[src/include/spu_config.svh]
`ifndef SPU_CONFIG_SVH
`define SPU_CONFIG_SVH

// Register file geometry
`define SPU_REG_COUNT  128  // Architectural registers
`define SPU_REG_WIDTH  128  // Four 32-bit words per register
`define SPU_ADDR_WIDTH 7    // log2 of register count

// Control flow
`define SPU_PC_WIDTH   8    // Program counter bits

// Both pipes share one fixed depth, so latency is equal per slot
`define SPU_PIPE_DEPTH 4    // Stages from issue to writeback

`endif

[src/verilog/spu_isa_pkg.sv]
package spu_isa_pkg;

	typedef enum logic [0:10] {
		OP_ADD    = 11'b00011000000,  // a  rt,ra,rb
		OP_AND    = 11'b00011000001,  // and
		OP_OR     = 11'b00001000001,  // or
		OP_XOR    = 11'b01001000001,  // xor
		OP_ADDI   = 11'b00011100000,  // ai, 8-bit opcode padded
		OP_MPY    = 11'b01111000100,  // mpy, signed 16x16
		OP_ROTQBY = 11'b00111011100,  // Quadword byte rotate
		OP_IL     = 11'b01000000100,  // Immediate load, 9-bit opcode padded
		OP_BR     = 11'b00110010000,  // Relative branch
		OP_BRZ    = 11'b00100000000,  // Branch if word 0 zero
		OP_NOP    = 11'b01000000001   // No operation
	} op_t;

	typedef enum logic [2:0] {FMT_RR, FMT_RRR, FMT_RI10, FMT_RI16, FMT_RI18} format_t;

	typedef enum logic [1:0] {
		UNIT_PERM = 2'd0,  // Odd slot permute
		UNIT_FX2  = 2'd1,  // Even slot
		UNIT_BR   = 2'd2,  // Odd slot branch
		UNIT_FX1  = 2'd3   // Even slot
	} unit_t;

	typedef logic [0:17] imm_t;  // Widest immediate field

	// First stage whose value can be forwarded, 0 when nothing is written
	function automatic logic [1:0] ready_stage(op_t op);
		case (op)
			OP_ADD, OP_ADDI, OP_AND, OP_OR, OP_XOR, OP_IL: ready_stage = 2'd1;
			OP_ROTQBY: ready_stage = 2'd2;  // Shuffle network
			OP_MPY:    ready_stage = 2'd3;  // Multiplier latency
			default:   ready_stage = 2'd0;  // Branches and nops
		endcase
	endfunction

endpackage

[src/verilog/spu_pipe_pkg.sv]
`include "spu_config.svh"

package spu_pipe_pkg;

	typedef logic [0:`SPU_ADDR_WIDTH-1] addr_t;  // Register address
	typedef logic [0:`SPU_REG_WIDTH-1]  reg_t;   // Quadword, word 0 in bits 0..31

	typedef struct packed {
		logic       valid;      // Slot holds an instruction
		logic       reg_write;  // Result goes to rt
		addr_t      rt_addr;
		reg_t       value;
		logic [1:0] ready_at;   // Stage from which value is usable
		logic [2:0] stage;      // Current stage, 1 at issue
	} stage_entry_t;

	typedef struct packed {
		logic  reg_write;
		addr_t rt_addr;
		reg_t  value;
	} wb_t;

	// Index 0 is stage 1, the youngest
	typedef stage_entry_t [`SPU_PIPE_DEPTH-1:0] fw_bus_t;

	// Entry as it looks one stage further down
	function automatic stage_entry_t advance(stage_entry_t e);
		stage_entry_t next;
		next = e;
		next.stage = e.stage + 3'd1;
		return next;
	endfunction

endpackage

[src/verilog/spu_issue_if.sv]
interface spu_issue_if import spu_isa_pkg::*, spu_pipe_pkg::*; ();

	logic     issue;      // Slot enters stage 1 at this edge
	op_t      op;
	format_t  format;
	unit_t    unit;
	addr_t    rt_addr;
	logic     reg_write;
	imm_t     imm;
	reg_t     ra;         // Operands after forwarding
	reg_t     rb;
	reg_t     rc_st;      // rc for even, rt store value for odd

	modport source (
		output issue, op, format, unit, rt_addr, reg_write, imm,
		output ra, rb, rc_st
	);

	modport sink (
		input issue, op, format, unit, rt_addr, reg_write, imm,
		input ra, rb, rc_st
	);

endinterface

[src/verilog/even_pipe.sv]
`include "spu_config.svh"

module even_pipe import spu_isa_pkg::*, spu_pipe_pkg::*; (
	input  logic    clk,
	input  logic    reset,
	spu_issue_if.sink slot,
	input  logic    branch_kill,  // Odd branch first in pair
	output fw_bus_t fw_bus,
	output wb_t     wb
);

	fw_bus_t      stages;    // Result shift register, [0] is stage 1
	stage_entry_t entry_in;  // What enters stage 1
	reg_t         rb_eff;    // rb or replicated immediate
	reg_t         result;
	logic [0:31]  imm10_word;
	logic         even_unit;

	assign imm10_word = {{22{slot.imm[8]}}, slot.imm[8:17]};  // Low 10 bits, sign extended
	assign rb_eff     = (slot.format == FMT_RI10) ? {4{imm10_word}} : slot.rb;
	assign even_unit  = (slot.unit == UNIT_FX1) || (slot.unit == UNIT_FX2);

	always_comb begin
		result = '0;
		case (slot.op)
			OP_ADD, OP_ADDI: begin
				for (int w = 0; w < 4; w++) begin
					result[32*w +: 32] = slot.ra[32*w +: 32] + rb_eff[32*w +: 32];  // Per word
				end
			end
			OP_AND: result = slot.ra & rb_eff;
			OP_OR:  result = slot.ra | rb_eff;
			OP_XOR: result = slot.ra ^ rb_eff;
			OP_MPY: begin
				for (int w = 0; w < 4; w++) begin
					result[32*w +: 32] = $signed(slot.ra[32*w+16 +: 16])
						* $signed(slot.rb[32*w+16 +: 16]);  // Low halfwords, signed
				end
			end
			default: result = '0;
		endcase
	end

	always_comb begin
		entry_in.valid     = slot.issue && !branch_kill;  // Killed twin becomes a bubble
		entry_in.reg_write = entry_in.valid && slot.reg_write && even_unit
			&& (ready_stage(slot.op) != 2'd0);
		entry_in.rt_addr   = slot.rt_addr;
		entry_in.value     = result;                // MPY value early, held back by ready_at
		entry_in.ready_at  = ready_stage(slot.op);
		entry_in.stage     = 3'd1;
	end

	always_ff @(posedge clk) begin
		stages[0] <= entry_in;
		for (int i = 1; i < `SPU_PIPE_DEPTH; i++) begin
			stages[i] <= advance(stages[i-1]);
		end
		if (reset) begin
			for (int i = 0; i < `SPU_PIPE_DEPTH; i++) begin
				stages[i].valid     <= 1'b0;  // Payload left as is
				stages[i].reg_write <= 1'b0;
			end
		end
	end

	assign fw_bus = stages;

	// Last stage writes the table at the next edge
	assign wb.reg_write = stages[`SPU_PIPE_DEPTH-1].valid && stages[`SPU_PIPE_DEPTH-1].reg_write;
	assign wb.rt_addr   = stages[`SPU_PIPE_DEPTH-1].rt_addr;
	assign wb.value     = stages[`SPU_PIPE_DEPTH-1].value;

endmodule

[src/flat_wrapper.sv]
// flat-port wrapper written by rule: the top's interface ports become plain ports
module even_pipe_flat import spu_isa_pkg::*, spu_pipe_pkg::*;
  (clk, reset, branch_kill, fw_bus, wb, slot_issue, slot_op, slot_format, slot_unit, slot_rt_addr, slot_reg_write, slot_imm, slot_ra, slot_rb, slot_rc_st);
  spu_issue_if slot_i ();
  input  logic clk;
  input  logic reset;
  input  logic branch_kill;
  output fw_bus_t fw_bus;
  output wb_t wb;
  input wire logic [$bits(slot_i.issue)-1:0] slot_issue;
  input wire logic [$bits(slot_i.op)-1:0] slot_op;
  input wire logic [$bits(slot_i.format)-1:0] slot_format;
  input wire logic [$bits(slot_i.unit)-1:0] slot_unit;
  input wire logic [$bits(slot_i.rt_addr)-1:0] slot_rt_addr;
  input wire logic [$bits(slot_i.reg_write)-1:0] slot_reg_write;
  input wire logic [$bits(slot_i.imm)-1:0] slot_imm;
  input wire logic [$bits(slot_i.ra)-1:0] slot_ra;
  input wire logic [$bits(slot_i.rb)-1:0] slot_rb;
  input wire logic [$bits(slot_i.rc_st)-1:0] slot_rc_st;
  assign slot_i.issue = slot_issue;
  assign slot_i.op = slot_op;
  assign slot_i.format = slot_format;
  assign slot_i.unit = slot_unit;
  assign slot_i.rt_addr = slot_rt_addr;
  assign slot_i.reg_write = slot_reg_write;
  assign slot_i.imm = slot_imm;
  assign slot_i.ra = slot_ra;
  assign slot_i.rb = slot_rb;
  assign slot_i.rc_st = slot_rc_st;
  even_pipe u_core (.clk(clk), .reset(reset), .slot(slot_i), .branch_kill(branch_kill), .fw_bus(fw_bus), .wb(wb));
endmodule
[config.mk]
export PLATFORM = sky130hd
export DESIGN_NAME = even_pipe_flat
export DESIGN_NICKNAME = d
export VERILOG_FILES = /design/src/verilog/spu_isa_pkg.sv /design/src/verilog/spu_pipe_pkg.sv /design/src/verilog/spu_issue_if.sv /design/src/verilog/even_pipe.sv /design/src/flat_wrapper.sv
export VERILOG_INCLUDE_DIRS = /design/src /design/src/include
export SDC_FILE = /design/constraint.sdc
export NUM_CORES = 2
export LEC_CHECK = 0
export ABC_AREA = 1
export BUFFER_PORTS_ARGS = -buffer_cell sky130_fd_sc_hd__buf_2
export CORE_AREA = 2 2 440 442
export CTS_CLUSTER_DIAMETER = 40
export DETAILED_ROUTE_END_ITERATION = 8
export DIE_AREA = 0 0 442 444
export GPL_TIMING_DRIVEN = 0
export PLACE_DENSITY = 0.55
export SLEW_MARGIN = 20
export SYNTH_ARGS = -nofsm -noshare
export SYNTH_HDL_FRONTEND = slang
export SYNTH_SLANG_ARGS = --single-unit
export TNS_END_PERCENT = 5
[constraint.sdc]
create_clock -name clk -period 8.71 [get_ports clk]
set_clock_uncertainty 0.1 [all_clocks]
set_input_delay 1.742 -clock clk [delete_from_list [all_inputs] [get_ports clk]]
set_output_delay 1.742 -clock clk [all_outputs]
set_load 0.02 [all_outputs]
==> results.json <==
{
  "status": "finished, final reports clean",
  "worstSkewPairLatency_ps": 770,
  "die_h_um": 444,
  "clock-sinks": 556,
  "tritoncts": "built",
  "layout_commonest_cell": "inv_1",
  "tightestPinTransition_ps": 1320,
  "drive_gt1_frac": 0.132,
  "placed_cells": 12900,
  "drt_iter0_drc": 5991,
  "synth_xor_area_frac": 0.00286,
  "drv_slew": 0,
  "totalWireLength_mm": 346,
  "grt_pass1_vias": 67500,
  "htreeDepth": 3,
  "cts_setup_buffers": 0,
  "cp-start-kind": "primary input",
  "post_drt_via_cell_ratio": 5.07,
  "start_util": 0.367,
  "fin_crit_ps": 8470,
  "syn_inst": 9419,
  "synthesis.area_um2": 70400,
  "placementRows": 161,
  "yosys.area_share.simple": 0.195,
  "path_class": "primary input to flip-flop",
  "dpl.hpwl_mm": 293,
  "overflow": 0,
  "arrival_ps": 8860,
  "clk_root_buffer_cell": "clkbuf_16",
  "fin_ws_ps": 239,
  "largest_reg_flops": 556,
  "min_period_over_period": 0.973,
  "fmax_mhz": 118,
  "place_congestion": 1.03,
  "worstPathMaxFanout": 10,
  "clockBufferDepth": 3,
  "drv_cap": 0,
  "drc": 0,
  "detail-route-antenna-nets": 0,
  "grt_max_degree": 15,
  "setup_viol": 0,
  "cp-end-kind": "flip-flop",
  "dieArea_um2": 196000,
  "synth_top_family_by_area": "adder cells",
  "fin_cells": 13100,
  "fp.dieW_um": 442,
  "tns_ps": 0,
  "grt_first_pass_wirelength_mm": 485,
  "routed-via-count": 66500,
  "synth_compound_area_frac": 0.0754,
  "rsz0062_at_grt": "yes",
  "worst_hold_path_type": "flip-flop to flip-flop",
  "ir_drop_mv": 0.540,
  "area_delta_synth_final_pct": 15.8,
  "fin_nets": 12500,
  "synth_adder_area_share": 0.403,
  "boundaryPins": 1134,
  "power_density_nw_per_um2": 473,
  "final_cell_mix": "2396 x inv_1, 2179 x nand2_1, 1052 x fa_1",
  "yosysWarnings": 0,
  "post-place-ws_ps": -751,
  "synth.distinct_cells": 49,
  "routedWlPerCell_um": 26.4,
  "numPortBuffers": 924,
  "required_ps": 9100,
  "clkSlewWorstSetupHoldPaths_ps": 60,
  "seq_area_frac_synth": 0.158,
  "design.core.area_um2": 192000,
  "finalHoldViolCount": 0,
  "numCtsBuffers": 83,
  "drtPass1Iterations": 8,
  "final_util": 0.425,
  "yosys_register_bits": 556,
  "synth.area.mux_share": 0,
  "antenna_found_initial": 56,
  "slew_headroom": 0.119,
  "synth_area_per_cell_um2": 7.47,
  "power_w": 0.0385,
  "leakagePower_nw": 47.4,
  "grt_usage": 0.348
}
-- through the flow --
stage / hold slack [ps] / area [um2]
2_1_floorplan: 334 / 70400
3_3_place_gp: 230 / 78200
3_5_place_dp: 231 / 78300
4_1_cts: 215 / 81300
5_1_grt: 234 / 81400
6_report: 214 / 81500
-- timing repair --
action,CTS,global route
hold buffers,0,0
gates resized for setup,1,1
endpoints found under the hold margin,0,0
cloned,0,0
setup endpoints to repair,1,2
-- Yosys cell counts, drive strengths merged --
library cell  count  share of area
o221a             1        0.00016
nand2b            3        0.00027
xor2              8         0.0010
o22ai            36         0.0032
nor2            476          0.025
nor3             50         0.0039
nand3           471          0.034
a21boi            4        0.00043
o21bai           19         0.0020
and2              4        0.00036
buf             208          0.022
nor4             20         0.0023
o21a              9        0.00096
nor3b             1        0.00011
clkbuf          281          0.015
o211ai           12         0.0013
nand4            72         0.0064
nand3b           28         0.0030
ha              584           0.10
a211oi           24         0.0026
or2              31         0.0028
dfxtp           556           0.16
inv            2406           0.13
a21oi           394          0.028
nand2          2185           0.12
o221ai            1        0.00012
and3              1       0.000089
a31o              4        0.00050
conb              2        0.00011
o211a            16         0.0023
fa             1052           0.30
o2111ai          10         0.0012
o21ai           421          0.031
xnor2            15         0.0019
a21o             14         0.0015
-- cells by family (layout without fill, tap and decap cells) --
logic type / Yosys count / in the layout
other: 2 / 80
xor gates and xnor gates: 23 / 23
and+or+nand+nor: 3342 / 3342
buffers and inverters: 2895 / 3976
DFF: 556 / 556
adders and majority gates: 1636 / 1636
AOI/OAI and AO/OA: 965 / 965
-- cell type report --
cell class,instances,area [um2]
tap,2526,3160
buffer,488,2620
clock inverter,57,783
sequential,556,11100
fill,20100,110000
multi-input combinational,5978,47600
timing repair buffer,928,4710
antenna,68,170
clock buffer,97,2200
inverter,2406,9030
-- worst paths after layout --
path	startpoint	to	slack, ps	depth (start not counted)
worst max-delay path	slot_ra[103]	u_core.fw_bus[131]$_DFF_P_	240	26
worst min-delay path	u_core.fw_bus[95]$_DFF_P_	u_core.fw_bus[237]$_DFF_P_	210	0
worst max register to register	u_core.fw_bus[323]$_DFF_P_	u_core.fw_bus[465]$_DFF_P_	7620	0
worst min register to register	u_core.fw_bus[95]$_DFF_P_	u_core.fw_bus[237]$_DFF_P_	210	0
-- worst max-delay path: stages --
cell and delay, ps:
buf_2 140, clkbuf_1 620, buf_1 750, nand2_1 190, fa_1 570, inv_1 60, fa_1 520, inv_1 60
fa_1 530, inv_1 50, fa_1 390, fa_1 520, inv_1 50, fa_1 510, inv_1 60, ha_1 460
nand2_1 180, nor2_1 210, inv_1 80, nor2_1 280, and3_1 210, nand2_1 110, nand2_1 100, nand2_1 50
nand3_1 140, nand3_1 260
-- report_power, final --
group	switching, W	total [W]	internal, W
registers	0.0000151	0.00258	0.00256
clock network	0.00144	0.00354	0.00211
logic	0.0213	0.0324	0.0112
total	0.0227	0.0385	0.0158
-- per-layer routing --
metal	GRT usage	wire [um]
met5	0	141
met4	0.245	28800
met3	0.0711	28400
met2	0.560	156000
met1	0.416	132000
No activity file was read; power rests on OpenSTA's default activity.
