$ cat src/include/spu_config.svh
`ifndef SPU_CONFIG_SVH
`define SPU_CONFIG_SVH

// Register file geometry
`define SPU_REG_COUNT  128  // Architectural registers
`define SPU_REG_WIDTH  128  // Four 32-bit words per register
`define SPU_ADDR_WIDTH 7    // log2 of register count

// Control flow
`define SPU_PC_WIDTH   8    // Program counter bits

// Both pipes share one fixed depth, so latency is equal per slot
`define SPU_PIPE_DEPTH 4    // Stages from issue to writeback

`endif

$ cat src/verilog/spu_isa_pkg.sv
package spu_isa_pkg;

	typedef enum logic [0:10] {
		OP_ADD    = 11'b00011000000,  // a  rt,ra,rb
		OP_AND    = 11'b00011000001,  // and
		OP_OR     = 11'b00001000001,  // or
		OP_XOR    = 11'b01001000001,  // xor
		OP_ADDI   = 11'b00011100000,  // ai, 8-bit opcode padded
		OP_MPY    = 11'b01111000100,  // mpy, signed 16x16
		OP_ROTQBY = 11'b00111011100,  // Quadword byte rotate
		OP_IL     = 11'b01000000100,  // Immediate load, 9-bit opcode padded
		OP_BR     = 11'b00110010000,  // Relative branch
		OP_BRZ    = 11'b00100000000,  // Branch if word 0 zero
		OP_NOP    = 11'b01000000001   // No operation
	} op_t;

	typedef enum logic [2:0] {FMT_RR, FMT_RRR, FMT_RI10, FMT_RI16, FMT_RI18} format_t;

	typedef enum logic [1:0] {
		UNIT_PERM = 2'd0,  // Odd slot permute
		UNIT_FX2  = 2'd1,  // Even slot
		UNIT_BR   = 2'd2,  // Odd slot branch
		UNIT_FX1  = 2'd3   // Even slot
	} unit_t;

	typedef logic [0:17] imm_t;  // Widest immediate field

	// First stage whose value can be forwarded, 0 when nothing is written
	function automatic logic [1:0] ready_stage(op_t op);
		case (op)
			OP_ADD, OP_ADDI, OP_AND, OP_OR, OP_XOR, OP_IL: ready_stage = 2'd1;
			OP_ROTQBY: ready_stage = 2'd2;  // Shuffle network
			OP_MPY:    ready_stage = 2'd3;  // Multiplier latency
			default:   ready_stage = 2'd0;  // Branches and nops
		endcase
	endfunction

endpackage

$ cat src/verilog/spu_pipe_pkg.sv
`include "spu_config.svh"

package spu_pipe_pkg;

	typedef logic [0:`SPU_ADDR_WIDTH-1] addr_t;  // Register address
	typedef logic [0:`SPU_REG_WIDTH-1]  reg_t;   // Quadword, word 0 in bits 0..31

	typedef struct packed {
		logic       valid;      // Slot holds an instruction
		logic       reg_write;  // Result goes to rt
		addr_t      rt_addr;
		reg_t       value;
		logic [1:0] ready_at;   // Stage from which value is usable
		logic [2:0] stage;      // Current stage, 1 at issue
	} stage_entry_t;

	typedef struct packed {
		logic  reg_write;
		addr_t rt_addr;
		reg_t  value;
	} wb_t;

	// Index 0 is stage 1, the youngest
	typedef stage_entry_t [`SPU_PIPE_DEPTH-1:0] fw_bus_t;

	// Entry as it looks one stage further down
	function automatic stage_entry_t advance(stage_entry_t e);
		stage_entry_t next;
		next = e;
		next.stage = e.stage + 3'd1;
		return next;
	endfunction

endpackage

$ cat src/verilog/spu_issue_if.sv
interface spu_issue_if import spu_isa_pkg::*, spu_pipe_pkg::*; ();

	logic     issue;      // Slot enters stage 1 at this edge
	op_t      op;
	format_t  format;
	unit_t    unit;
	addr_t    rt_addr;
	logic     reg_write;
	imm_t     imm;
	reg_t     ra;         // Operands after forwarding
	reg_t     rb;
	reg_t     rc_st;      // rc for even, rt store value for odd

	modport source (
		output issue, op, format, unit, rt_addr, reg_write, imm,
		output ra, rb, rc_st
	);

	modport sink (
		input issue, op, format, unit, rt_addr, reg_write, imm,
		input ra, rb, rc_st
	);

endinterface

$ cat src/verilog/odd_pipe.sv
`include "spu_config.svh"

module odd_pipe import spu_isa_pkg::*, spu_pipe_pkg::*; (
	input  logic                     clk,
	input  logic                     reset,
	spu_issue_if.sink                slot,
	input  logic [`SPU_PC_WIDTH-1:0] pc,
	input  logic                     first_odd,    // Odd instruction is older in the pair
	output logic                     branch_kill,
	output logic [`SPU_PC_WIDTH-1:0] pc_wb,
	output logic                     branch_taken,
	output fw_bus_t                  fw_bus,
	output wb_t                      wb
);

	fw_bus_t      stages;
	stage_entry_t entry_in;
	reg_t         result;
	logic [3:0]   rot_bytes;     // Byte count from word 0 of rb
	logic [7:0]   rot_bits;
	logic [0:31]  imm16_word;
	logic         taken;         // Branch resolves taken this issue

	assign rot_bytes  = slot.rb[28:31];
	assign rot_bits   = {1'b0, rot_bytes, 3'b000};
	assign imm16_word = {{16{slot.imm[2]}}, slot.imm[2:17]};

	always_comb begin
		case (slot.op)
			OP_ROTQBY: result = (slot.ra << rot_bits)
				| (slot.ra >> (8'd128 - rot_bits));  // Byte 0 takes byte n
			OP_IL:     result = {4{imm16_word}};
			default:   result = '0;
		endcase
	end

	// Conditions checked on the forwarded rt value
	always_comb begin
		taken = 1'b0;
		if (slot.issue && slot.unit == UNIT_BR) begin
			if (slot.op == OP_BR)
				taken = 1'b1;
			else if (slot.op == OP_BRZ)
				taken = (slot.rc_st[0:31] == 32'd0);
		end
	end

	assign branch_kill = taken && first_odd;  // Even twin is younger

	always_ff @(posedge clk) begin
		if (reset)
			branch_taken <= 1'b0;
		else
			branch_taken <= taken;              // One cycle pulse
		pc_wb <= pc + slot.imm[10:17];          // Signed 8-bit offset wraps in PC width
	end

	always_comb begin
		entry_in.valid     = slot.issue;
		entry_in.reg_write = slot.issue && slot.reg_write && (ready_stage(slot.op) != 2'd0);
		entry_in.rt_addr   = slot.rt_addr;
		entry_in.value     = result;
		entry_in.ready_at  = ready_stage(slot.op);  // Rotate held one more stage
		entry_in.stage     = 3'd1;
	end

	always_ff @(posedge clk) begin
		stages[0] <= entry_in;
		for (int i = 1; i < `SPU_PIPE_DEPTH; i++) begin
			stages[i] <= advance(stages[i-1]);
		end
		if (reset) begin
			for (int i = 0; i < `SPU_PIPE_DEPTH; i++) begin
				stages[i].valid     <= 1'b0;
				stages[i].reg_write <= 1'b0;
			end
		end
	end

	assign fw_bus = stages;

	assign wb.reg_write = stages[`SPU_PIPE_DEPTH-1].valid && stages[`SPU_PIPE_DEPTH-1].reg_write;
	assign wb.rt_addr   = stages[`SPU_PIPE_DEPTH-1].rt_addr;
	assign wb.value     = stages[`SPU_PIPE_DEPTH-1].value;

endmodule

$ cat src/flat_wrapper.sv
// flat-port wrapper written by rule: the top's interface ports become plain ports
module odd_pipe_flat import spu_isa_pkg::*, spu_pipe_pkg::*;
  (clk, reset, pc, first_odd, branch_kill, pc_wb, branch_taken, fw_bus, wb, slot_issue, slot_op, slot_format, slot_unit, slot_rt_addr, slot_reg_write, slot_imm, slot_ra, slot_rb, slot_rc_st);
  spu_issue_if slot_i ();
  input  logic clk;
  input  logic reset;
  input  logic [`SPU_PC_WIDTH-1:0] pc;
  input  logic first_odd;
  output logic branch_kill;
  output logic [`SPU_PC_WIDTH-1:0] pc_wb;
  output logic branch_taken;
  output fw_bus_t fw_bus;
  output wb_t wb;
  input wire logic [$bits(slot_i.issue)-1:0] slot_issue;
  input wire logic [$bits(slot_i.op)-1:0] slot_op;
  input wire logic [$bits(slot_i.format)-1:0] slot_format;
  input wire logic [$bits(slot_i.unit)-1:0] slot_unit;
  input wire logic [$bits(slot_i.rt_addr)-1:0] slot_rt_addr;
  input wire logic [$bits(slot_i.reg_write)-1:0] slot_reg_write;
  input wire logic [$bits(slot_i.imm)-1:0] slot_imm;
  input wire logic [$bits(slot_i.ra)-1:0] slot_ra;
  input wire logic [$bits(slot_i.rb)-1:0] slot_rb;
  input wire logic [$bits(slot_i.rc_st)-1:0] slot_rc_st;
  assign slot_i.issue = slot_issue;
  assign slot_i.op = slot_op;
  assign slot_i.format = slot_format;
  assign slot_i.unit = slot_unit;
  assign slot_i.rt_addr = slot_rt_addr;
  assign slot_i.reg_write = slot_reg_write;
  assign slot_i.imm = slot_imm;
  assign slot_i.ra = slot_ra;
  assign slot_i.rb = slot_rb;
  assign slot_i.rc_st = slot_rc_st;
  odd_pipe u_core (.clk(clk), .reset(reset), .slot(slot_i), .pc(pc), .first_odd(first_odd), .branch_kill(branch_kill), .pc_wb(pc_wb), .branch_taken(branch_taken), .fw_bus(fw_bus), .wb(wb));
endmodule
$ cat config.mk
export PLATFORM = sky130hd
export DESIGN_NAME = odd_pipe_flat
export DESIGN_NICKNAME = d
export VERILOG_FILES = /design/src/verilog/spu_isa_pkg.sv /design/src/verilog/spu_pipe_pkg.sv /design/src/verilog/spu_issue_if.sv /design/src/verilog/odd_pipe.sv /design/src/flat_wrapper.sv
export VERILOG_INCLUDE_DIRS = /design/src /design/src/include
export SDC_FILE = /design/constraint.sdc
export NUM_CORES = 1
export LEC_CHECK = 0
export ABC_AREA = 1
export BUFFER_PORTS_ARGS = -buffer_cell sky130_fd_sc_hd__buf_2
export CAP_MARGIN = 25
export CORE_AREA = 2 2 450 452
export DETAILED_ROUTE_END_ITERATION = 7
export DIE_AREA = 0 0 452 454
export HOLD_SLACK_MARGIN = 0.12
export SLEW_MARGIN = 20
export SYNTH_ARGS = -nofsm -noshare
export SYNTH_HDL_FRONTEND = slang
export SYNTH_SLANG_ARGS = --single-unit
$ cat constraint.sdc
create_clock -name clk -period 2.8 [get_ports clk]
set_input_delay 0.14 -clock clk [delete_from_list [all_inputs] [get_ports clk]]
set_output_delay 0.14 -clock clk [all_outputs]
set_load 0.02 [all_outputs]
==> impl_metrics.tcl <==
set metrics [dict create \
    cts.htree.levels 3 \
    finalNonFillerCells 7118 \
    grt_pass1_vias 25600 \
    min_period_over_period 0.977 \
    cts_setup_buffers 0 \
    tritoncts "built" \
    setup_viol 0 \
    worst_path_largest_cell_delay_ns 0.60 \
    ys_types 29 \
    fin_crit_ns 2.73 \
    clock_latency_ns 0.74 \
    synth_top_family_by_area "simple AND/OR/NAND/NOR gates" \
    drv_cap 0 \
    p_clk_frac 0.439 \
    clock_skew_ns 0.0552 \
    ys_ff_latch 565 \
    swShare 0.296 \
    synth-compound-area-share 0.0320 \
    power-per-cell-area_mw_per_mm2 580 \
    hold_viol 0 \
    setup.worst_path.end_class "flop" \
    seqCellArea_mm2 0.0113 \
    worstMarginPinSlew_ns 0.872 \
    r2r_slack_ns 1.85 \
    avgViaCountPerCell 3.85 \
    drc 0 \
    cellLeakagePower_nw 18.5 \
    crit_arrival_ns 3.35 \
    pin_count 1152 \
    maxSlewHeadroom 0.419 \
    slew_viol_final 0 \
    syn2layout_area_growth_pct 57.1 \
    grt_start_max_net_pins 89 \
    fp.dieH_um 454 \
    design.core.area_mm2 0.201 \
    dp_hpwl_um 129000 \
    grt_antenna_before_repair 77 \
    worstHoldPathType "primary input to flop" \
    slowest_stage "dlygate4sd3_1" \
    synth_area_mm2 0.0232 \
    setup_tns_ns 0 \
    seq_power_share 0.384 \
    fmax_ghz 0.366 \
    power.switching_w 0.00626 \
    crit_chain "buf_2 > inv_2 > buf_4 > buf_12 > nand3_1 > dlygate4sd3_1 > nand3_1 > dlygate4sd3_1 > nand3_1 > dlygate4sd3_1 > nand2_1 > nand2_1 > nand2_1 > nand2_1" \
    crit_fanout 57 \
    crit_type "primary input to flop" \
    detail_route.wl_per_cell_um 22.1 \
    die_area_mm2 0.205 \
    vias 27400 \
    clockRootBuffer "clkbuf_16" \
    drive_gt1_frac 0.300 \
    grt_usage 0.146 \
    comb_power_share 0.177 \
    numCtsBuffers 67 \
    path_clk_slew_ns 0.06 \
    multi_input_area_mm2 0.00987 \
    muxShareOfSynthArea 0 \
    dieWidth_um 452 \
    syn_avg_cell_area_um2 7.28 \
    yosys.area_share.xor_xnor 0.00264 \
    detail-route-antenna-nets 0 \
    timing.critical_path.mode_cell "nand2_1" \
    nFillCells 22700 \
    drtIter0Drc 2470 \
    rsz0062_at_grt "no" \
    yosys.area_share.simple 0.382 \
    peakVddDrop_mv 0.486 \
    drt_wl_total_um 158000 \
    drt_pass1_iterations 7 \
    ys_seq_area_frac 0.487 \
    yosys_warnings 0 \
    start_util 0.116 \
    cp-start-kind "primary input" \
    status "finished, final reports clean" \
    clk_path_buf_depth 3 \
    yosys.area_share.adder 0.00517 \
    grt_pass1_wl_um 208000 \
    final_util 0.182 \
    clock_sinks 565 \
    numPortBuffers 914 \
    dp.cells 6719 \
    p_int_w 0.0149 \
    grt_overflow_total 0 \
    nets 4784 \
    num_rows 165 \
    crit_required_ns 3.42 \
    syn_inst 3191 \
    gp_congestion 0.986 \
]
==> per-stage QoR <==
stage | instance area, um^2 | setup slack [ns] | hold WS, ns | power (W)
finish | 36500 | 0.0658 | 0.180 | 0.0212
global route | 36400 | 0.0169 | 0.181 | 0.0220
CTS | 36300 | 0.0396 | 0.120 | 0.0214
detailed placement | 31700 | 0.329 | 0.244 | 0.0116
global placement | 31700 | 0.343 | 0.244 | 0.0116
floorplan | 23300 | 0.580 | 0.168 | 0.0101
==> cell families after synthesis <==
group / Yosys count
compound gates: 145
simple gates: 2070
flops: 565
buf+inv: 393
other cells: 2
fa+ha+maj: 9
xor+xnor: 7
==> power groups by stage <==
stage	sequential (W)	combinational [W]	clock, W
6_report	0.00812	0.00375	0.00928
5_1_grt	0.00812	0.00406	0.00987
4_1_cts	0.00812	0.00370	0.00959
3_3_place_gp	0.00829	0.00334	0
2_1_floorplan	0.00835	0.00172	0
3_5_place_dp	0.00829	0.00332	0
==> critical path: cells and delay by family <==
| family | cells | cell delay, ns |
|---|---|---|
| buffers and inverters | 7 | 2.62 |
| AND/OR/NAND/NOR | 7 | 0.52 |
==> Yosys cell counts <==
master / n / area share
ha_1: 8 / 0.0043
inv_2: 5 / 0.00081
a21oi_1: 13 / 0.0028
nor2_2: 1 / 0.00027
conb_1: 2 / 0.00032
o21ai_0: 109 / 0.023
buf_2: 56 / 0.012
and2_1: 4 / 0.0011
or2_2: 2 / 0.00054
nand2_1: 1170 / 0.19
fa_1: 1 / 0.00086
a31oi_1: 12 / 0.0032
buf_1: 35 / 0.0057
o21a_1: 1 / 0.00032
nand3_1: 760 / 0.16
xnor2_1: 3 / 0.0011
inv_1: 51 / 0.0082
nor2_1: 83 / 0.013
buf_4: 152 / 0.049
nor3b_1: 1 / 0.00032
clkbuf_1: 94 / 0.015
xor2_1: 4 / 0.0015
nor2_4: 2 / 0.00097
nand3b_1: 4 / 0.0013
dfxtp_1: 565 / 0.49
nor3_1: 11 / 0.0024
o21ai_1: 10 / 0.0022
nand4_1: 31 / 0.0084
nand2_2: 1 / 0.00027
==> timing repair <==
action,CTS,global route
gates resized for setup,0,7
setup endpoints to repair,0,9
endpoints found under the hold margin,136,0
hold buffers,221,0
==> path summary, 6_finish.rpt <==
path / from / cells past startpoint / end
max: slot_rb[97] / 14 / u_core.fw_bus[95]
min: slot_ra[99] / 8 / u_core.fw_bus[104]
max reg2reg: u_core.fw_bus[61] / 0 / u_core.fw_bus[203]
min reg2reg: u_core.fw_bus[234] / 0 / u_core.fw_bus[376]
==> sequential cells by signal, indices dropped and copies added (netlist names) <==
name	cells
u_core.pc_wb	8
u_core.fw_bus	556
u_core.branch_taken	1
==> metal layers <==
layer,up-vias,GRT usage,wire [um]
met4,4,0.105,12900
li1,12700,-,-
met5,-,0,28
met2,1441,0.244,74300
met3,372,0.0364,11700
met1,12900,0.161,58500
==> cell usage in the layout (no fill, tap or decap), types with 7 or more instances in the layout <==
cell type      synthesis  layout
a21oi_1               13      13
a31oi_1               12      12
buf_12                 0      32
buf_2                 56     912
buf_4                152     235
clkbuf_1              94       7
clkbuf_16              0      68
clkbuf_8               0       9
clkinv_2               0       7
conb_1                 2      12
dfxtp_1              565     565
diode_2                0      57
dlygate4sd3_1          0     220
ha_1                   8       7
inv_1                 51      49
inv_6                  0       8
nand2_1             1170    1168
nand3_1              760     760
nand4_1               31      31
nor2_1                83      82
nor3_1                11      11
o21ai_0              109     109
o21ai_1               10      10
==> final cells by class <==
class,count,share of cell area
Antenna cell,57,0.00391
Clock buffer,83,0.0501
Multi-Input combinational cell,2243,0.271
Timing Repair Buffer,1404,0.254
Sequential cell,565,0.310
Clock inverter,38,0.0139
Inverter,56,0.00593
Tap cell,2672,0.0917
(Power assumes the default switching activity.)
